### config.mk
export PLATFORM = sky130hd
export DESIGN_NAME = register_writeback
export DESIGN_NICKNAME = d
export VERILOG_FILES = /design/src/design/pdp_pkg.sv /design/src/design/register_writeback.sv
export SDC_FILE = /design/constraint.sdc
export NUM_CORES = 1
export LEC_CHECK = 0
export BUFFER_PORTS_ARGS = -buffer_cell sky130_fd_sc_hd__buf_2
export CORE_ASPECT_RATIO = 1.2
export CORE_MARGIN = 2
export CORE_UTILIZATION = 41
export CTS_BUF_LIST = sky130_fd_sc_hd__clkbuf_4 sky130_fd_sc_hd__clkbuf_8
export DETAILED_ROUTE_END_ITERATION = 10
export SLEW_MARGIN = 25
export SYNTH_ARGS = -nofsm -noshare
export SYNTH_HDL_FRONTEND = slang
export SYNTH_SLANG_ARGS = --single-unit
### constraint.sdc
create_clock -name clock -period 6.3 [get_ports clock]
set_input_delay 0.945 -clock clock [delete_from_list [all_inputs] [get_ports clock]]
set_output_delay 0.945 -clock clock [all_outputs]
set_load 0.03 [all_outputs]
### src/design/pdp_pkg.sv
package pdp_pkg;

	localparam int word_width = 16;
	localparam int addr_width = 10;
	localparam int store_bytes = 1024;
	localparam int reg_count = 8;
	localparam int reg_index_width = 3;

	typedef logic [word_width-1:0] word_t;
	typedef logic [addr_width-1:0] store_addr_t;
	typedef logic [reg_index_width-1:0] reg_index_t;

	typedef struct packed
	{
		logic n;
		logic z;
		logic v;
		logic c;
	} flags_t;

	// r0..r5 start with fixed octal values, r6 and r7 with zero
	localparam word_t reg_reset_values [reg_count] = '{
		16'o000014, 16'o000002, 16'o000004, 16'o000012,
		16'o000010, 16'o000020, 16'o000000, 16'o000000
	};

	typedef enum logic [2:0]
	{
		st_idle,
		st_fetch,
		st_decode,
		st_execute,
		st_writeback,
		st_check,
		st_done
	} run_state_t;

	typedef enum logic [5:0]
	{
		op_nop,
		op_clr, op_com, op_inc, op_dec, op_neg, op_adc, op_sbc,
		op_tst, op_ror, op_rol, op_asr, op_asl, op_swab,
		op_mov, op_cmp, op_bit, op_bic, op_bis, op_add, op_sub,
		op_xor
	} alu_op_t;

	// bits 14..11 of every single-operand instruction except swab
	localparam logic [3:0] single_op_prefix = 4'b0001;

	// single-operand codes in bits 10..6
	localparam logic [4:0] sop_clr = 5'd8;
	localparam logic [4:0] sop_com = 5'd9;
	localparam logic [4:0] sop_inc = 5'd10;
	localparam logic [4:0] sop_dec = 5'd11;
	localparam logic [4:0] sop_neg = 5'd12;
	localparam logic [4:0] sop_adc = 5'd13;
	localparam logic [4:0] sop_sbc = 5'd14;
	localparam logic [4:0] sop_tst = 5'd15;
	localparam logic [4:0] sop_ror = 5'd16;
	localparam logic [4:0] sop_rol = 5'd17;
	localparam logic [4:0] sop_asr = 5'd18;
	localparam logic [4:0] sop_asl = 5'd19;

	// swab is 0003dd, so bits 15..6 alone identify it
	localparam logic [9:0] swab_code = 10'o0003;

	// double-operand codes in bits 14..12
	localparam logic [2:0] dop_mov = 3'd1;
	localparam logic [2:0] dop_cmp = 3'd2;
	localparam logic [2:0] dop_bit = 3'd3;
	localparam logic [2:0] dop_bic = 3'd4;
	localparam logic [2:0] dop_bis = 3'd5;
	localparam logic [2:0] dop_add = 3'd6;

	localparam logic [3:0] sub_code = 4'o16;
	localparam logic [6:0] xor_code = 7'o074;

endpackage

### src/design/register_writeback.sv
module register_writeback (
	input logic clock,
	input logic reset,
	input logic init_regs,
	input logic commit_en,
	input logic write_dst,
	input logic byte_op,
	input pdp_pkg::reg_index_t dst_reg,
	input pdp_pkg::reg_index_t src_reg,
	input pdp_pkg::word_t result,
	input pdp_pkg::flags_t next_flags,
	output pdp_pkg::word_t src_value,
	output pdp_pkg::word_t dst_value,
	input pdp_pkg::reg_index_t reg_sel,
	output pdp_pkg::word_t reg_value,
	output pdp_pkg::flags_t flags
);

	pdp_pkg::word_t regs [pdp_pkg::reg_count];

	assign src_value = regs[src_reg];
	assign dst_value = regs[dst_reg];
	assign reg_value = regs[reg_sel];

	always_ff @(posedge clock, posedge reset)
	begin
		if (reset)
		begin
			regs <= pdp_pkg::reg_reset_values;
			flags <= '0;
		end
		else if (init_regs)
		begin
			regs <= pdp_pkg::reg_reset_values;
			flags <= '0;
		end
		else if (commit_en)
		begin
			flags <= next_flags;
			if (write_dst && byte_op)
			begin
				// byte ops keep the high byte
				regs[dst_reg][7:0] <= result[7:0];
			end
			else if (write_dst)
			begin
				regs[dst_reg] <= result;
			end
		end
	end

endmodule

# --- Word-level counts from Yosys, hierarchy flattened ---
# Cells that the tools add are included.
word_totals:
  out_inout_bits: 52
  elab_cells: 45
  inputBits: 35
  reg_bits: 132
classes:
  magnitude_cmp: 4
  n_bitwise: 3
  n_mux: 21
  reduce_logical: 5
ops:
  columns: ["operator", "n"]
  rows:
  - ["$mux W128", 4]
  - ["$bwmux W128", 2]
  - ["$bmux W16 S3", 3]
  - ["$mux W16", 7]
  - ["$demux W16 S3", 2]
  - ["$ge A4 B4 Y1 const B", 3]
  - ["$not A3 Y4", 3]
  - ["$mux W4", 2]
  - ["$mux W8", 1]
  - ["$lt A4 B1 Y1 const B", 1]
  - ["$reduce_bool A3 Y1", 1]
  - ["$logic_and A1 B1 Y1", 2]
  - ["$reduce_and A2 Y1", 1]
  - ["$reduce_bool A2 Y1", 1]

# --- Longest topological paths before layout ---
# Gate-level depths: netlist (run 1).
logic_depth:
  ltp_word: 10
  depth_mapped: 8
  mapped_depth_nobuf: 4

# --- Worst setup path before layout (run 1) ---
# OpenSTA, ideal clock, no wires.
synth_path:
  path_kind: "input -> output"
  from: "in dst_reg[2]"
  to: "out dst_value[13]"
  path_buffers: 3
  path_slack_ns: 2.673
  arrival_ns: 2.682
  required_ns: 5.355
  stages: 5
  cell_sequence: "buf_4 > buf_6 > buf_4 > mux2i_1 > o311ai_0"
synth_between:
  elab_chain_cells: 4
synth_rtl:
  columns: ["element", "line_no", "rtl"]
  rows:
  - ["from (decl)", "register_writeback.sv:8", "input pdp_pkg::reg_index_t dst_reg,"]
  - ["$not A3 Y4 (implied by the code)", "register_writeback.sv:22", "assign dst_value = regs[dst_reg];"]
  - ["$bmux W16 S3", "register_writeback.sv:22", null]
  - ["$mux W16 (implied by the code) (2 in series)", "register_writeback.sv:22", null]
  - ["to (decl)", "register_writeback.sv:13", "output pdp_pkg::word_t dst_value,"]
# Every way passes these cells. The select of a mux whose other input is x is not followed.

# --- Final worst setup path (run 1) ---
layout_path:
  from: "in dst_reg[1]"
  to: "out dst_value[2]"
# Same word-level chain as after synthesis.

==> results.md, run 1 <==
* CTS root buf: clkbuf_8
* Post-synth EDFFs at 0
* Buffers on Ports at 86
* Worst setup path class: primary input to primary output
* CP delay by family, top: buffers and inverters
* Detail Route Antenna Nets at 0
* Leakage Power at 0.00383 uW
* Number of distinct library cells after synthesis at 44
* Final Total Pwr at 1930 uW
* Post-CTS setup buffers at 0
* # rows at 57
* Initial Utilization at 0.419
* Max Root-Sink Buffers at 2
* Vias in the first global route at 6,914
* Worst Hold Class: flop to flop
* Syn_area_per_cell at 10.5 um2
* WL final at 27.2 mm
* Worst-Margin Slew at 1.02 ns
* Most frequent cells after synthesis: nand2_1 (163), dfrtp_1 (124), a21oi_1 (107)
* Buf+Inv Stages, Crit Path at 3
* Worst clock skew at 0 ns
* Most frequent cell after synthesis: nand2_1
* Post-CTS sizing at 0
* Max-slew headroom at 0.322
* Die width at 135 um
* CP Data Arrival Time at 2.99 ns
* Hold Buf Count CTS at 0
* Post-Syn Area at 8480 um2
* Worst Hold End: regs[97]$_DFFE_PP1P_
* DR WL/cell at 24.2 um
* FF-to-FF End: regs[82]$_DFFE_PP1P_
* CTS buffer count at 17
* Synth top area cells: dfrtp_1 (37%), mux4_2 (20%), nand2_1 (7.2%)
* Clock Sinks at 132
* Outcome: complete, no violations
* Area Growth Syn to Fin at 10.9%
* Final setup TNS at 0 ns
* Global-route wire length before repair at 42.4 mm
* RSZ-0062 raised after global routing: no
* Max-Cap Viols at 0
* Critical path, cell by cell: buf_2, buf_4, mux2_2, a221o_1, a22o_1, buf_2
* DP Cell Count at 1,093
* Critical Path Slowest Stage Cell: buf_2
* Min Tclk post-route at 3.94 ns
* Final net count at 882
* R2R depth at 2
* Startpoint Class: primary input
* Async set-or-reset flop fraction in the synthesized netlist at 1.00
* H-tree depth at 4
* Final Hold Vio Count at 0
* IO Count at 87
* Largest area contributor in the netlist: dfrtp_1
* Antenna cells at 0
* Cell Area, Placed at 8960 um2
* Layout Utilization at 0.464
* Count of final setup violators at 0
* Core area at 20,300 um2
* Worst EP required at 5.35 ns
* Initial antenna violation count at 0
* Final non-filler cell total at 1,125
* Post-synthesis cell count at 811
* CP peak stage delay at 0.48 ns
* DR DRC count at 0
* Top_reg_cell synth: dfrtp_1
* Vias post-DR at 6,920
* DRT Pass-1 Iters at 5
* Gpl congestion at 0.827
* Register area share after synthesis at 0.391
* Largest net degree at the start of global routing at 73
* Ys Warns at 0
* Design area at 9400 um2
* Peak VDD IR at 122 uV
* FF+latch count, synth at 132
* Iter 0 DRT Violations at 648
* Yosys top cell area share at 0.366
* PwrDens at 205 nW/um2
* Die ar. at 21,900 um2
* Share of layout cells above drive strength 1 at 0.322
* WP depth at 6
* DPL Wire Length at 16.8 mm
* Critical Path End Type: primary output
* Fin crit share at 0.625
* Slew Viols, Final at 0
* Worst-path fanout max at 28
* Worst-Skew Late Latency at 0.46 ns
* Overflow after GRT at 0
* Clock tree from TritonCTS: yes
* Hold_sp: regs[97]$_DFFE_PP1P_
* Max Fclk at 254 MHz
* Post-Syn Nets at 846
* Worst R2R Start: regs[82]$_DFFE_PP1P_
* R2R setup slack at 5.46 ns
* Die height at 162 um
* GRT Total Usage at 0.258
* Vias per cell at 6.15
* Most used cell, CP: buf_2
* Worst-path clk slew at 0.07 ns
* Number of cells on the worst hold path at 2
## layout make-up
| cell class | instances | area, um2 |
|---|---|---|
| fillers | 1966 | 10900 |
| multi-input cells | 597 | 4790 |
| flip-flops and latches | 132 | 3310 |
| repair buffers | 98 | 523 |
| well taps | 265 | 332 |
| clock buffers | 19 | 255 |
| clock inverters | 13 | 183 |
| inverters | 1 | 8.76 |
## worst max-delay path by stage
stage | endpoint | slack (ns) | from
3_5_place_dp | dst_value[2] | 2.39 | dst_reg[1]
2_1_floorplan | flags[0]$_DFFE_PP0P_ | 1.84 | reset
3_3_place_gp | dst_value[2] | 2.42 | dst_reg[1]
4_1_cts | dst_value[2] | 2.38 | dst_reg[1]
5_1_grt | dst_value[2] | 2.31 | dst_reg[1]
6_report | dst_value[2] | 2.36 | dst_reg[1]
## per-stage QoR
step	worst slack [ns]	hold slack, ns
after floorplan	1.84	0.475
after global placement	2.42	0.487
after detailed placement	2.39	0.493
after CTS	2.38	0.506
after global routing	2.31	0.519
final	2.36	0.505
## power by group
part	internal (uW)	leakage, uW	switching (uW)
clock network	444	0.000211	359
logic	81.0	0.00181	177
registers	857	0.00181	8.72
## worst min-delay path: cells and delay by family, from the launching register on
family,cells,cell delay [ns]
simple gates,2,0.12
flops,1,0.38
## cells in the final DEF (no fill, tap or decap), drive strengths merged, types with 5 or more instances in the layout
| cell type | instances |
|---|---|
| dfrtp | 124 |
| or3 | 6 |
| nand2 | 164 |
| dfstp | 8 |
| o21ai | 37 |
| nor2 | 23 |
| mux2i | 18 |
| nor2b | 13 |
| a22o | 22 |
| nand3b | 11 |
| clkbuf | 19 |
| a221oi | 5 |
| nand2b | 5 |
| a22oi | 8 |
| nand3 | 28 |
| a21oi | 107 |
| mux4 | 76 |
| clkinv | 5 |
| mux2 | 47 |
| nor3 | 8 |
| buf | 98 |
## state kept, by name, summed over array words and instances, names as in the netlist
signal / count
regs: 128
flags: 4
## cells by family (layout without fill, tap and decap cells)
family | count (synthesis) | count (layout) | synth area share
buf+inv | 82 | 131 | 0.0448
flops | 132 | 132 | 0.391
compound gates | 194 | 194 | 0.135
simple gates | 262 | 262 | 0.144
mux | 141 | 141 | 0.285
## routing by layer
layer / track usage / up-vias / routed length, um
met3: 0.0342 / 42 / 1630
met1: 0.354 / 3537 / 11400
li1: - / 3060 / -
met2: 0.429 / 281 / 13500
met5: 0 / - / 0
met4: 0.0795 / 0 / 576
(Power assumes the default switching activity.)
==> run 2: changes to the inputs <==
==> constraint.sdc (replaced) <==
create_clock -name clock -period 3.4 [get_ports clock]
set_input_delay 0.51 -clock clock [delete_from_list [all_inputs] [get_ports clock]]
set_output_delay 0.51 -clock clock [all_outputs]
set_load 0.03 [all_outputs]
==> results.md, run 2 (synthesized netlist as in run 1, its figures left out) <==
* CTS buffer count at 17
* Max-Cap Viols at 0
* DR WL/cell at 23.7 um
* Die width at 135 um
* Vias in the first global route at 7,047
* Biggest regs: regs: 128 flops, flags: 4 flops
* Most common cell after layout, fill and taps aside: nand2_1
* WP depth at 7
* Worst setup path endpoint: dst_value[0]
* Share of layout cells above drive strength 1 at 0.332
* Die ar. at 21,900 um2
* Design area at 9560 um2
* Clock Sinks at 132
* Slew Viols, Final at 0
* Initial Utilization at 0.419
* Iter 0 DRT Violations at 645
* DPL Wire Length at 17.5 mm
* Post-CTS sizing at 0
* Critical Path Slowest Stage Cell: buf_2
* Count of final setup violators at 0
* IO Count at 87
* DRT Pass-1 Iters at 5
* Global-route wire length before repair at 42.2 mm
* Antenna cells at 0
* # rows at 57
* Final setup TNS at 0 ns
* Worst-path fanout max at 26
* GRT Total Usage at 0.257
* Worst-path clk slew at 0.08 ns
* Detail Route Antenna Nets at 0
* Die height at 162 um
* WL final at 27.0 mm
* Core area at 20,300 um2
* Buf+Inv Stages, Crit Path at 3
* Worst R2R Start: regs[82]$_DFFE_PP1P_
* Outcome: complete, no violations
* Fin crit share at 0.848
* Max Root-Sink Buffers at 2
* CP delay by family, top: buffers and inverters
* Buffers on Ports at 86
* Most used cell, CP: buf_2
* FF-to-FF End: regs[82]$_DFFE_PP1P_
* Final Hold Vio Count at 0
* Clock tree from TritonCTS: yes
* Initial antenna violation count at 0
* Critical Path End Type: primary output
* Worst clock skew at 0 ns
* Min Tclk post-route at 2.88 ns
* Worst-Skew Late Latency at 0.46 ns
* R2R setup slack at 2.55 ns
* Max reg flops at 128
* Overflow after GRT at 0
* Worst-Margin Slew at 0.833 ns
* Startpoint Class: primary input
* Post-CTS setup buffers at 0
* Max-slew headroom at 0.442
* CTS root buf: clkbuf_8
* Fillers at 1,938
* Final net count at 895
* Peak VDD IR at 249 uV
* Max Fclk at 347 MHz
* Cell Area, Placed at 9140 um2
* Reg with most FFs: regs
* Gpl congestion at 0.859
* Critical path, cell by cell: buf_2, buf_4, nor2_1, a221oi_1, a21oi_1, a221o_1, buf_2
* Area Growth Syn to Fin at 12.7%
* CP peak stage delay at 0.51 ns
* Vias per cell at 6.27
* Worst Hold Class: primary input to async pin
* Vias post-DR at 7,140
* Largest net degree at the start of global routing at 73
* CP Data Arrival Time at 2.37 ns
* RSZ-0062 raised after global routing: no
* Leakage Power at 0.00393 uW
* R2R depth at 2
* PwrDens at 370 nW/um2
* Crit path launch: dst_reg[2]
* Worst setup path class: primary input to primary output
* Most frequent cells in the layout: nand2_1 (163), dfrtp_1 (124), a21oi_1 (107), buf_2 (85), mux4_2 (76)
* Hold Buf Count CTS at 0
* DR DRC count at 0
* Worst EP required at 2.89 ns
* H-tree depth at 4
[run 2: changes by cell type in the layout (fill, tap and decap cells not counted), sizes merged]
cell | previous run | this run
buf | 98 | 111
clkbuf | 19 | 23
bufinv | 4 | 3
inv | 1 | 0
clkinvlp | 4 | 2
[run 2: through the flow]
stage	hold WS [ns]	setup WS [ns]	cells	util	total power (uW)
floorplan	0.475	0.643	811	-	1970
global placement	0.494	0.577	1106	0.451	2130
detailed placement	0.499	0.570	1106	0.451	2130
CTS	0.181	0.528	1138	0.472	3550
global route	0.195	0.352	1138	0.472	3650
finish	0.175	0.516	1138	0.472	3540
[run 2: power breakdown]
part	switching [uW]	internal, uW	leakage [uW]
combinational	328	167	0.00190
sequential	17.0	1590	0.00181
clock	632	804	0.000220
[run 2: layer usage]
| metal | up-vias | track usage | part of all wire |
|---|---|---|---|
| li1 | 3099 | - | - |
| met1 | 3643 | 0.335 | 0.40 |
| met2 | 341 | 0.421 | 0.50 |
| met3 | 57 | 0.0524 | 0.068 |
| met4 | 0 | 0.0985 | 0.031 |
| met5 | - | 0 | 0 |
[run 2: cell type report]
class	count	area, um2	area share
clock buffers	23	298	0.0312
clock inverters	9	126	0.0132
inverters	1	7.51	0.000785
multi-input cells	597	4790	0.501
flip-flops and latches	132	3310	0.347
well taps	265	332	0.0347
repair buffers	111	696	0.0728
[run 2: worst reg2reg max path, stage by stage, from the launching register on]
cell and delay [ns]:
dfstp_2 0.39, nor2b_1 0.12, a211o_1 0.27
[run 2: worst min-delay path by stage]
stage | slack, ns | to | startpoint | cells after the start
after global placement | 0.49 | regs[114]$_DFFE_PP1P_ | regs[114]$_DFFE_PP1P_ | 2
after CTS | 0.18 | regs[42]$_DFFE_PP0P_ | reset | 2
after floorplan | 0.47 | regs[67]$_DFFE_PP1P_ | regs[67]$_DFFE_PP1P_ | 2
after global routing | 0.19 | regs[42]$_DFFE_PP0P_ | reset | 2
final | 0.18 | regs[17]$_DFFE_PP0P_ | reset | 2
after detailed placement | 0.50 | regs[114]$_DFFE_PP1P_ | regs[114]$_DFFE_PP1P_ | 2
