### src/design/pdp_pkg.sv
package pdp_pkg;

	localparam int word_width = 16;
	localparam int addr_width = 10;
	localparam int store_bytes = 1024;
	localparam int reg_count = 8;
	localparam int reg_index_width = 3;

	typedef logic [word_width-1:0] word_t;
	typedef logic [addr_width-1:0] store_addr_t;
	typedef logic [reg_index_width-1:0] reg_index_t;

	typedef struct packed
	{
		logic n;
		logic z;
		logic v;
		logic c;
	} flags_t;

	// r0..r5 start with fixed octal values, r6 and r7 with zero
	localparam word_t reg_reset_values [reg_count] = '{
		16'o000014, 16'o000002, 16'o000004, 16'o000012,
		16'o000010, 16'o000020, 16'o000000, 16'o000000
	};

	typedef enum logic [2:0]
	{
		st_idle,
		st_fetch,
		st_decode,
		st_execute,
		st_writeback,
		st_check,
		st_done
	} run_state_t;

	typedef enum logic [5:0]
	{
		op_nop,
		op_clr, op_com, op_inc, op_dec, op_neg, op_adc, op_sbc,
		op_tst, op_ror, op_rol, op_asr, op_asl, op_swab,
		op_mov, op_cmp, op_bit, op_bic, op_bis, op_add, op_sub,
		op_xor
	} alu_op_t;

	// bits 14..11 of every single-operand instruction except swab
	localparam logic [3:0] single_op_prefix = 4'b0001;

	// single-operand codes in bits 10..6
	localparam logic [4:0] sop_clr = 5'd8;
	localparam logic [4:0] sop_com = 5'd9;
	localparam logic [4:0] sop_inc = 5'd10;
	localparam logic [4:0] sop_dec = 5'd11;
	localparam logic [4:0] sop_neg = 5'd12;
	localparam logic [4:0] sop_adc = 5'd13;
	localparam logic [4:0] sop_sbc = 5'd14;
	localparam logic [4:0] sop_tst = 5'd15;
	localparam logic [4:0] sop_ror = 5'd16;
	localparam logic [4:0] sop_rol = 5'd17;
	localparam logic [4:0] sop_asr = 5'd18;
	localparam logic [4:0] sop_asl = 5'd19;

	// swab is 0003dd, so bits 15..6 alone identify it
	localparam logic [9:0] swab_code = 10'o0003;

	// double-operand codes in bits 14..12
	localparam logic [2:0] dop_mov = 3'd1;
	localparam logic [2:0] dop_cmp = 3'd2;
	localparam logic [2:0] dop_bit = 3'd3;
	localparam logic [2:0] dop_bic = 3'd4;
	localparam logic [2:0] dop_bis = 3'd5;
	localparam logic [2:0] dop_add = 3'd6;

	localparam logic [3:0] sub_code = 4'o16;
	localparam logic [6:0] xor_code = 7'o074;

endpackage

### src/design/run_sequencer.sv
module run_sequencer (
	input logic clock,
	input logic reset,
	input logic start,
	input pdp_pkg::store_addr_t pc_start,
	input pdp_pkg::store_addr_t pc_end,
	output pdp_pkg::store_addr_t pc,
	output logic accept_load,
	output logic execute_en,
	output logic commit_en,
	output logic latch_en,
	output logic init_regs,
	output logic done
);

	pdp_pkg::run_state_t state, next_state;
	pdp_pkg::store_addr_t end_addr;

	assign accept_load = (state == pdp_pkg::st_idle) || (state == pdp_pkg::st_done);
	assign init_regs = start && accept_load;
	assign latch_en = (state == pdp_pkg::st_decode);
	assign execute_en = (state == pdp_pkg::st_execute);
	assign commit_en = (state == pdp_pkg::st_writeback);
	assign done = (state == pdp_pkg::st_done);

	always_comb
	begin
		next_state = state;
		case (state)
			pdp_pkg::st_idle,
			pdp_pkg::st_done:
			begin
				if (start)
				begin
					next_state = pdp_pkg::st_fetch;
				end
			end
			pdp_pkg::st_fetch: next_state = pdp_pkg::st_decode;
			pdp_pkg::st_decode: next_state = pdp_pkg::st_execute;
			pdp_pkg::st_execute: next_state = pdp_pkg::st_writeback;
			pdp_pkg::st_writeback: next_state = pdp_pkg::st_check;
			pdp_pkg::st_check:
			begin
				// pc already points past the instruction just run
				next_state = (pc >= end_addr) ? pdp_pkg::st_done : pdp_pkg::st_fetch;
			end
			default: next_state = pdp_pkg::st_idle;
		endcase
	end

	always_ff @(posedge clock, posedge reset)
	begin
		if (reset)
		begin
			state <= pdp_pkg::st_idle;
			pc <= '0;
			end_addr <= '0;
		end
		else
		begin
			state <= next_state;
			if (init_regs)
			begin
				pc <= pc_start;
				end_addr <= pc_end;
			end
			else if (commit_en)
			begin
				pc <= pc + pdp_pkg::store_addr_t'(2);
			end
		end
	end

endmodule

### config.mk
export PLATFORM = sky130hd
export DESIGN_NAME = run_sequencer
export DESIGN_NICKNAME = d
export VERILOG_FILES = /design/src/design/pdp_pkg.sv /design/src/design/run_sequencer.sv
export SDC_FILE = /design/constraint.sdc
export NUM_CORES = 1
export LEC_CHECK = 0
export BUFFER_PORTS_ARGS = -buffer_cell sky130_fd_sc_hd__buf_4
export CORE_MARGIN = 10
export CORE_UTILIZATION = 51
export DETAILED_ROUTE_END_ITERATION = 10
export PLACE_DENSITY = 0.79
export SETUP_SLACK_MARGIN = 0.15
export SLEW_MARGIN = 10
export SYNTH_ARGS = -nofsm -noshare
export SYNTH_HDL_FRONTEND = slang
export SYNTH_SLANG_ARGS = --single-unit
### constraint.sdc
create_clock -name clock -period 1.95 [get_ports clock]
set_input_delay 0.195 -clock clock [delete_from_list [all_inputs] [get_ports clock]]
set_output_delay 0.195 -clock clock [all_outputs]
set_load 0.01 [all_outputs]
## Word-level counts from Yosys, hierarchy flattened

Index checks and enable logic that the tools add are counted.

| word-level totals | value |
|---|---|
| bits in registers | 23 |
| logic and storage cells | 22 |

| operators by class | value |
|---|---|
| $add $sub $neg | 1 |
| $lt $le $gt $ge | 1 |
| equality and inequality tests | 7 |
| multiplexer cells | 5 |
| reduce and logical (&&, ||, !) cells | 5 |

Operators with widths:

| cell | count |
|---|---|
| $mux W10 | 2 |
| $pmux W3 S6 | 1 |
| $add A10 B2 Y10 const B | 1 |
| $ge A10 B10 Y1 | 1 |
| $eq A3 B3 Y1 const B | 3 |
| $eq A3 B2 Y1 const B | 2 |
| $mux W3 | 2 |
| $eq A3 B1 Y1 const B | 1 |
| $logic_not A3 Y1 | 1 |
| $ne A2 B2 Y1 const B | 1 |
| $reduce_bool A2 Y1 | 1 |
| $reduce_or A2 Y1 | 1 |
| $logic_and A1 B1 Y1 | 1 |
| $logic_or A1 B1 Y1 | 1 |

## Depth between registers and ports, before layout

Gate-level depths: netlist (run 1).

| logic depth | value |
|---|---|
| word-level depth | 4 |
| depth in mapped cells | 7 |

## Worst setup path after synthesis (run 1)

No wires, ideal clock.

| timing | value |
|---|---|
| path type | reg-to-reg |
| start | register state[0] |
| end | register pc[9] |
| arrival | 1.503 ns |
| setup slack | 0.323 ns |
| cell stages (with the launch flop) | 7 |
| buffers on the path | 1 |
| clock period less this slack | 1.627 ns |
| cells stage by stage | dfrtp_1 -> buf_2 -> nor3b_4 -> and3_1 -> nand4_1 -> xor2_1 -> a21oi_2 |

| on the way | value |
|---|---|
| elaborated cells between the ends (all ways) | 7 |
| classes of those cells | eq/ne (2); mux (1); reduce/logical (4) |

RTL lines:

| what | RTL line | source |
|---|---|---|
| from (decl) | run_sequencer.sv:16 | `pdp_pkg::run_state_t state, next_state;` |
| from (signal assigned) | run_sequencer.sv:55 | `state <= pdp_pkg::st_idle;` |
| from (signal assigned) | run_sequencer.sv:61 | `state <= next_state;` |
| $eq A3 B3 Y1 | run_sequencer.sv:23 | `assign commit_en = (state == pdp_pkg::st_writeback);` |
| named net commit_en | run_sequencer.sv:10 | `output logic commit_en,` |
| $reduce_bool A2 Y1 (no source line) | -- |  |
| to (signal assigned) | run_sequencer.sv:64 | `pc <= pc_start;` |
| to (signal assigned) | run_sequencer.sv:69 | `pc <= pc + pdp_pkg::store_addr_t'(2);` |
| to (decl) | run_sequencer.sv:7 | `output pdp_pkg::store_addr_t pc,` |

The timed path passes the listed nets, and every way through them passes these cells.
A chain may end at the register's enable or synchronous reset.

## Worst setup path in the final report (run 1)

| timing | value |
|---|---|
| start | register state[2] |
| end | output port init_regs |

| on the way | value |
|---|---|
| longest elaborated chain between the ends | 3 |
| elaborated cells between the ends (all ways) | 4 |
| classes of those cells | eq/ne (1); reduce/logical (3) |

RTL lines:

| what | RTL line | source |
|---|---|---|
| $eq A3 B3 Y1 / $logic_not A3 Y1 (equally long branches) | run_sequencer.sv:19 | `assign accept_load = (state == pdp_pkg::st_idle) \|\| (state == pdp_pkg::st_done);` |
| $logic_or A1 B1 Y1 * | run_sequencer.sv:19 |  |
| $logic_and A1 B1 Y1 * | run_sequencer.sv:20 | `assign init_regs = start && accept_load;` |
| to (decl) | run_sequencer.sv:12 | `output logic init_regs,` |

Mark *: on every way between the ends. The rest lies on a longest branch, timed or not.

==> results.txt, run 1 <==
The accumulated negative setup slack is 0 ps. Dividing total power by cell area gives a power density of roughly 1600 nW/µm². For this design the static power due to leakage is 0.879 nW. The share of the yosys chip area belonging to registers is 0.428. The total routed wirelength is about 3.4 mm. The maximum number of pins on one net before global-route repair came out at 24.

After detailed routing, no signal wire sits above met4. The number of global-route vias before repair came out at 1,205. After technology mapping, the gate count stands at 130.

In this run the remaining antenna-violating nets after routing total 0. The detailed-route DRC error count came out at 0. The worst-case hold slack is 96.5 ps. The flow ran to the end, and the final reports show no timing, DRC or antenna violations.

The minimum setup slack among reg-to-reg paths is 240 ps. The routed design uses 184 µm of met3 wire. For this run, the number of Yosys warnings is 0.

The number of H-tree levels came out at 1. The clock passes through at most 2 buffers. The total met2 wirelength after detailed routing is 1.69 mm. The worst setup slack after placement came out at about 250 ps. The biggest area contributor in the post-synthesis netlist is dfrtp_1. At the pin with the least slew margin, the transition time is 358 ps. The cell area after synthesis is 1340 µm².

Setup repair after global routing left no endpoint under its margin. The width of the chip came out at 71.3 µm. The number of clock buffers added by TritonCTS is 3. The area share of the leading cell type in the synthesized netlist came out at 0.428. The number of fill cells in the layout came out at 211. The capture instance of the worst register-to-register path is state[1].

In the final layout, the share of cells above drive strength 1 is 0.413. The number of nets in the finished design is 214. STA classifies the critical path startpoint as a flop. The height of the die is 71.3 µm. The peak supply drop is 0.992 mV. The count of standard-cell rows came out at 18. The worst setup path is of the reg -> out kind. The weighted congestion at the end of routability-driven global placement came out at 0.840.

The number of nets handed over by synthesis was 164. The worst setup path is captured at an output port. Clock latency on the worst-skew pair, taken at its later pin, is 320 ps. For hold timing, the worst endpoint is end_addr[0].

The type of the tightest min-delay check is in -> reg. The cell sitting at the root of the clock tree is a clkbuf_4. The final total power came out at 0.00298 W.

The count of final setup violators came out at 0. The antenna cell count is 0. Pin placement for this block handled 39 I/O pins.

The final design utilization is 0.726. After synthesis the netlist holds a flip-flop and latch count of 23. For the worst setup path, the data required time is 1750 ps. The initial antenna violation count is 0.

The area of the placeable core came out at 2500 µm². The via density per instance is 5.38. Setup slack closes at 225 ps. The startpoint identified for the worst hold timing path is pc_end[0]. In the finished design, the share of the clock period the worst path needs comes to 0.885. The effective utilization at floorplan came out at 0.538. TritonCTS built the clock tree. The die outline area is 5090 µm². The overall overflow remaining after global route came out at 0. The global-route wire length before repair is 5.67 mm. The maximum clock skew at final layout came out at 3.82 ps. The total number of clock tree sinks is 23. The highest clock rate came out at ~580 MHz. The register clock-pin slew on the reported worst setup and hold paths is 130 ps.

The number of maximum-capacitance violations came out at 0. The count of distinct cell types in the synthesized netlist is 30. The maximum fanout along the worst path is 4.

In this run the critical register-to-register path is launched from pc[3]. The critical path arrival is 1530 ps. The overall global routing resource usage came out at 0.135. Averaged over all synthesized cells, the footprint is 10.3 µm². The max-slew violation total from the final report is 0. The total count of hold-check failures in the final report was 0. The post-route met1 wirelength came out at 1.44 mm.

The worst hold path was traced through 2 stages. By area the synthesized netlist is led by dfrtp_1 43%, ha_1 10%, mux2_2 9.2%, a21oi_1 4.5%, inv_1 3.6%. The detailed placer's ending HPWL came out at ~2.5 mm. The signed area change from the synthesized netlist to the final layout came out at 35.0%.

The number of detailed-route iterations in the first pass is 4. The count of cells along the worst register-to-register path came out at 6. The overall via count from detail_route is roughly 1,100. Measured against its own limit, the worst slew margin works out to 0.762. After detailed routing, the average wire length per cell comes to 16.2 µm. The final critical path time including I/O delays and setup is 1730 ps. The number of port buffers is 38. The first routing iteration left 44 violations.
-- registers in the layout, indices dropped and copies added, names as in the netlist --
register,cells
end_addr,10
pc,10
state,3
-- metal layers --
layer	track usage	vias up
met4	0.0559	0
met1	0.154	542
met5	0	-
met2	0.232	29
met3	0.0358	6
li1	-	547
-- cell usage after synthesis --
cell type  number
inv_1          13
a21oi_1        12
o21bai_1        1
nor3_1          1
nor3b_1         1
nor3b_4         1
mux2i_1         1
xnor2_1         3
ha_1           11
mux2_2         11
nor2b_1         2
or2b_1          1
nand4_1         2
dfrtp_1        23
and4_1          1
xor2_1          5
o21a_1          1
a211oi_1        2
o21ai_0         4
nand2_1         7
a21oi_2         2
nand4_4         1
nor3b_2         1
buf_2           4
nor2_1         12
nand2b_1        1
and3_1          2
nor3_2          1
a211o_1         2
and2_1          1
-- cell families (layout without fill, tap and decap cells) --
group / count (synthesis) / count (layout) / share of synthesized area
buffers and inverters: 17 / 66 / 0.0512
and+or+nand+nor: 35 / 35 / 0.158
DFF: 23 / 23 / 0.428
muxes: 12 / 12 / 0.0996
xor gates and xnor gates: 8 / 8 / 0.0521
AOI/OAI and AO/OA: 24 / 24 / 0.108
adders and majority gates: 11 / 11 / 0.102
-- through the flow --
| step | cells | cell area, µm² |
|---|---|---|
| floorplan | 130 | 1340 |
| global placement | 197 | 1680 |
| detailed placement | 197 | 1680 |
| CTS | 207 | 1790 |
| global route | 209 | 1810 |
| finish | 209 | 1810 |
-- power by group --
| group | leakage, nW | switching, W | internal [W] |
|---|---|---|---|
| Combinational | 0.603 | 0.000786 | 0.000958 |
| Sequential | 0.261 | 0.000280 | 0.000726 |
| Clock | 0.0150 | 0.000146 | 0.0000801 |
| Total | 0.879 | 0.00121 | 0.00176 |
-- cells in the final DEF (no fill, tap or decap), types with 4 or more instances in the layout --
cell type	Yosys	layout
buf_4	0	46
nor2_1	12	12
mux2_2	11	11
ha_1	11	11
nand2_1	7	6
inv_1	13	13
dfrtp_1	23	20
a21oi_1	12	11
xor2_1	5	5
o21ai_0	4	4
-- final cells by class --
class | count | area [µm²] | share of cell area
Clock buffer | 4 | 26.3 | 0.0145
Timing Repair Buffer | 49 | 408 | 0.225
Tap cell | 30 | 37.5 | 0.0207
Sequential cell | 23 | 579 | 0.319
Inverter | 13 | 48.8 | 0.0269
Multi-Input combinational cell | 90 | 714 | 0.394
-- timing repair --
item,CTS,global route
hold endpoints to repair,23,0
resized for setup,3,4
buffers inserted,4,2
pin swaps,0,1
setup endpoints to repair,1,4
cloned,1,0
hold buffers,1,0
-- worst max-delay path by stage --
stage,endpoint,cells past startpoint,slack [ps],start
detailed placement,state[1],6,250,pc[3]
CTS,init_regs,6,200,state[1]
global route,state[2],6,130,pc[3]
floorplan,pc[9],6,320,state[0]
global placement,state[2],6,300,pc[3]
finish,init_regs,6,220,state[2]
-- critical path, stage by stage, from the launching register on --
cell and delay, ps:
dfrtp_2 450, or2b_1 190, nor3b_4 200, nand2_2 90
buf_12 130, inv_1 40, buf_4 110
(Power assumes the default switching activity.)
==> inputs of run 2 (changes only) <==
- CELL_PAD_IN_SITES_DETAIL_PLACEMENT: not set -> 2
- CELL_PAD_IN_SITES_GLOBAL_PLACEMENT: not set -> 2
- CORE_ASPECT_RATIO: not set -> 0.6
- CORE_UTILIZATION: 51 -> 33
- PLACE_DENSITY: 0.79 -> not set
- PLACE_DENSITY_LB_ADDON: not set -> 0.1
- clock period: 1.95 -> 2 ns (I/O delays scaled with it)
==> run 2 against run 1 <==
  * Clock power rose by 30%
  * Cell count up 9.1%
  * Via count up 2.0%
  * Critical path type is now reg -> reg
  * Critical endpoint is now state[2]
==> results.txt, run 2 (synthesized netlist as in run 1, its figures left out) <==
The flow ran to the end, and the final reports show no timing, DRC or antenna violations. The die outline area came out at 7110 µm² (+40%). The total CTS buffers is 3 (unchanged).

The weighted congestion at the end of routability-driven global placement is 0.772 (-8.0%). The final design utilization is 0.495 (-0.231). The number of I/O pins is 39 (unchanged). The required time at the endpoint of the critical path is 2140 ps (+390 ps).

In this run the most critical hold path is launched from pc_end[1]. The overall global routing resource usage was 0.118 (-0.0175). The proportion of power drawn by flip-flops and latches came out at 0.321 (-0.017). The area of the placeable core is 3790 µm² (+51%). The portion of total power attributed to combinational logic is 0.587 (about the same). The maximum number of pins on one net before global-route repair came out at 24 (unchanged). The number of DRC markers in iteration 0 is 21 (-52%). The maximum count of clock buffers along a single path is 2 (unchanged). The count of standard-cell rows is 17 (-1). The max-slew violation total from the final report came out at 0 (unchanged). The number of port buffers came out at 38 (unchanged). The initial antenna violation count came out at 0 (unchanged). The switching part of the total is 0.423 (+0.0156). Traced cell by cell, the critical path runs through ha_1 > a211o_1 > a21oi_1 > o21ai_1 > a21oi_2 > o21ai_0. The total count of hold-check failures in the final report is 0 (unchanged). The peak supply drop is 0.544 mV (-45%). The worst setup path is of the reg -> reg kind. The via density per instance came out at 5.03 (-6.5%).

The global-route wire length before repair came out at 6.78 mm (+20%). The maximum fanout along the worst path is 5 (+1). The critical register-to-register path startpoint is pc[3].

The critical path arrival is 1920 ps (+390 ps). The largest registers in the layout are end_addr x10, pc x10, state x3. The detailed-route DRC error count came out at 0 (unchanged). The share of cells above drive strength 1 came out at 0.436 (+0.0231). The overall via count from detail_route came to 1,147 (+2.0%). The count of cells along the worst register-to-register path came to 6 (unchanged). The path class of the tightest hold or removal check is in -> reg. The width of the chip is 102 µm (+44%). The cell count of the worst hold path is 2 (unchanged). The number of fill cells in the layout came out at 417 (+98%). The leakage dissipation is 0.897 nW (+2.1%).

The power density over the cells is 1690 nW/µm² (+3.1%). The slew at the pin with the worst max-slew slack was 409 ps (+51.3 ps). The tightest slew margin relative to the limit came out at 0.727 (-0.0342). The internal power is 0.00183 W (+3.6%).

The total routed wirelength came to 4.61 mm (+36%). The endpoint identified for the worst register-to-register timing path is state[2]. The maximum clock skew at final layout came to 4.14 ps (+0.325 ps).

The portion of total power attributed to the clock network was 0.093 (+0.017). The effective utilization at floorplan is 0.355 (-0.183). The number of maximum-capacitance violations came to 0 (unchanged). Leaving out fill and tap cells, the most frequent cell in the layout is buf_4. The portion of the clock cycle consumed by the worst path in the final layout came out at 0.887. The top cell types in the final layout, fill and taps aside, are 48 x buf_4, 18 x dfrtp_1, 13 x inv_1.

The number of H-tree levels came out at 1 (unchanged). The signed area change from the synthesized netlist to the final layout came out at 39.4%. The standard cell with the maximum stage delay on the critical path is dfrtp_2.

The worst setup path is launched from a flop. The number of nets in the finished design came out at 216 (+0.93%). The final critical path time including I/O delays and setup is 1770 ps. The count of final setup violators came out at 0 (unchanged). The net switching component of the power came out at 0.00134 W (+11%). The number of detailed-route iterations in the first pass came out at 4 (unchanged). The number of global-route vias before repair is 1,328 (+10%).

The residual antenna-violating net count after detailed routing is 0 (unchanged). The accumulated negative setup slack is 0 ps (unchanged). The stage delay of the slowest cell on the critical path came out at 450 ps (about the same). Static timing analysis puts the maximum clock frequency at 564 MHz. The minimum setup slack among reg-to-reg paths is 230 ps (about the same).

The antenna cell count is 0 (unchanged). The total number of clock tree sinks is 23 (unchanged). The height of the die came to 69.4 µm (-2.7%).

TritonCTS built the clock tree. In this run the clock root is driven by a clkbuf_8. The detailed placer's ending HPWL came to 3.19 mm (+29%). The average wire per cell in the routed design came out at 20.2 µm (+25%). The overall overflow remaining after global route came out at 0 (unchanged). The worst hold path terminates at end_addr[1]. The register clock-pin slew on the reported worst setup and hold paths was 90 ps (-40 ps). The clock latency at the later pin of the worst-skew pair came out at 270 ps (-50 ps). The endpoint class of the critical path is a flop. Setup repair after global routing left no endpoint under its margin.
## run 2: cell types whose count changed in the layout (fill, tap and decap cells not counted), moves of 2 or more
cell	before	now
clkbuf_4	3	0
dfrtp_2	3	5
buf_4	46	48
dfrtp_1	20	18
clkbuf_8	0	3
## run 2: metal layers
layer,vias up,global-route usage,wire length (µm)
met5,-,0,0
met4,0,0.0170,10
met3,2,0.0446,219
met2,26,0.182,2220
met1,573,0.154,2160
li1,546,-,-
## run 2: final cells by class
class | instances | area [µm²] | share of cell area
sequential | 23 | 582 | 0.311
clock inverter | 1 | 5.00 | 0.00267
clock buffer | 3 | 41.3 | 0.0220
multi-input combinational | 90 | 714 | 0.381
inverter | 13 | 48.8 | 0.0261
tap | 47 | 58.8 | 0.0314
timing repair buffer | 51 | 423 | 0.226
## run 2: what timing repair did
| action | in CTS | in global routing |
|---|---|---|
| buffers inserted | 0 | 8 |
| hold buffers | 1 | 0 |
| gates resized for setup | 4 | 6 |
| gates cloned | 1 | 0 |
| pin swaps | 0 | 1 |
| setup endpoints to repair | 4 | 4 |
| endpoints found under the hold margin | 23 | 0 |
## run 2: how the worst max path moves through the flow
stage               startpoint   endpoint  slack [ps]
floorplan             state[0]      pc[9]         370
global placement         pc[3]   state[2]         210
detailed placement       pc[3]   state[2]         120
CTS                   state[1]  init_regs         140
global route             pc[3]   state[2]         110
finish                   pc[3]   state[2]         230
## run 2: per-stage QoR
step	setup slack (ps)	instance area, µm²	power (W)	hold slack, ps	instances
6_report	226	1870	0.00317	162	228
5_1_grt	110	1870	0.00345	144	228
4_1_cts	141	1800	0.00299	151	220
3_5_place_dp	122	1700	0.00259	290	214
3_3_place_gp	212	1700	0.00244	269	214
2_1_floorplan	373	1340	0.00193	202	130
## run 2: critical path: cells and delay by family (launching register included)
| kind | cells | cell delay (ps) |
|---|---|---|
| compound gates | 5 | 870 |
| flops | 1 | 450 |
| fa+ha+maj | 1 | 330 |
## run 2: power by group through the flow
stage | logic (W) | clock network, W | registers [W]
after global routing | 0.00206 | 0.000329 | 0.00106
after global placement | 0.00144 | 0 | 0.000995
after CTS | 0.00165 | 0.000312 | 0.00102
after floorplan | 0.000981 | 0 | 0.000945
final | 0.00186 | 0.000293 | 0.00102
after detailed placement | 0.00156 | 0 | 0.00103
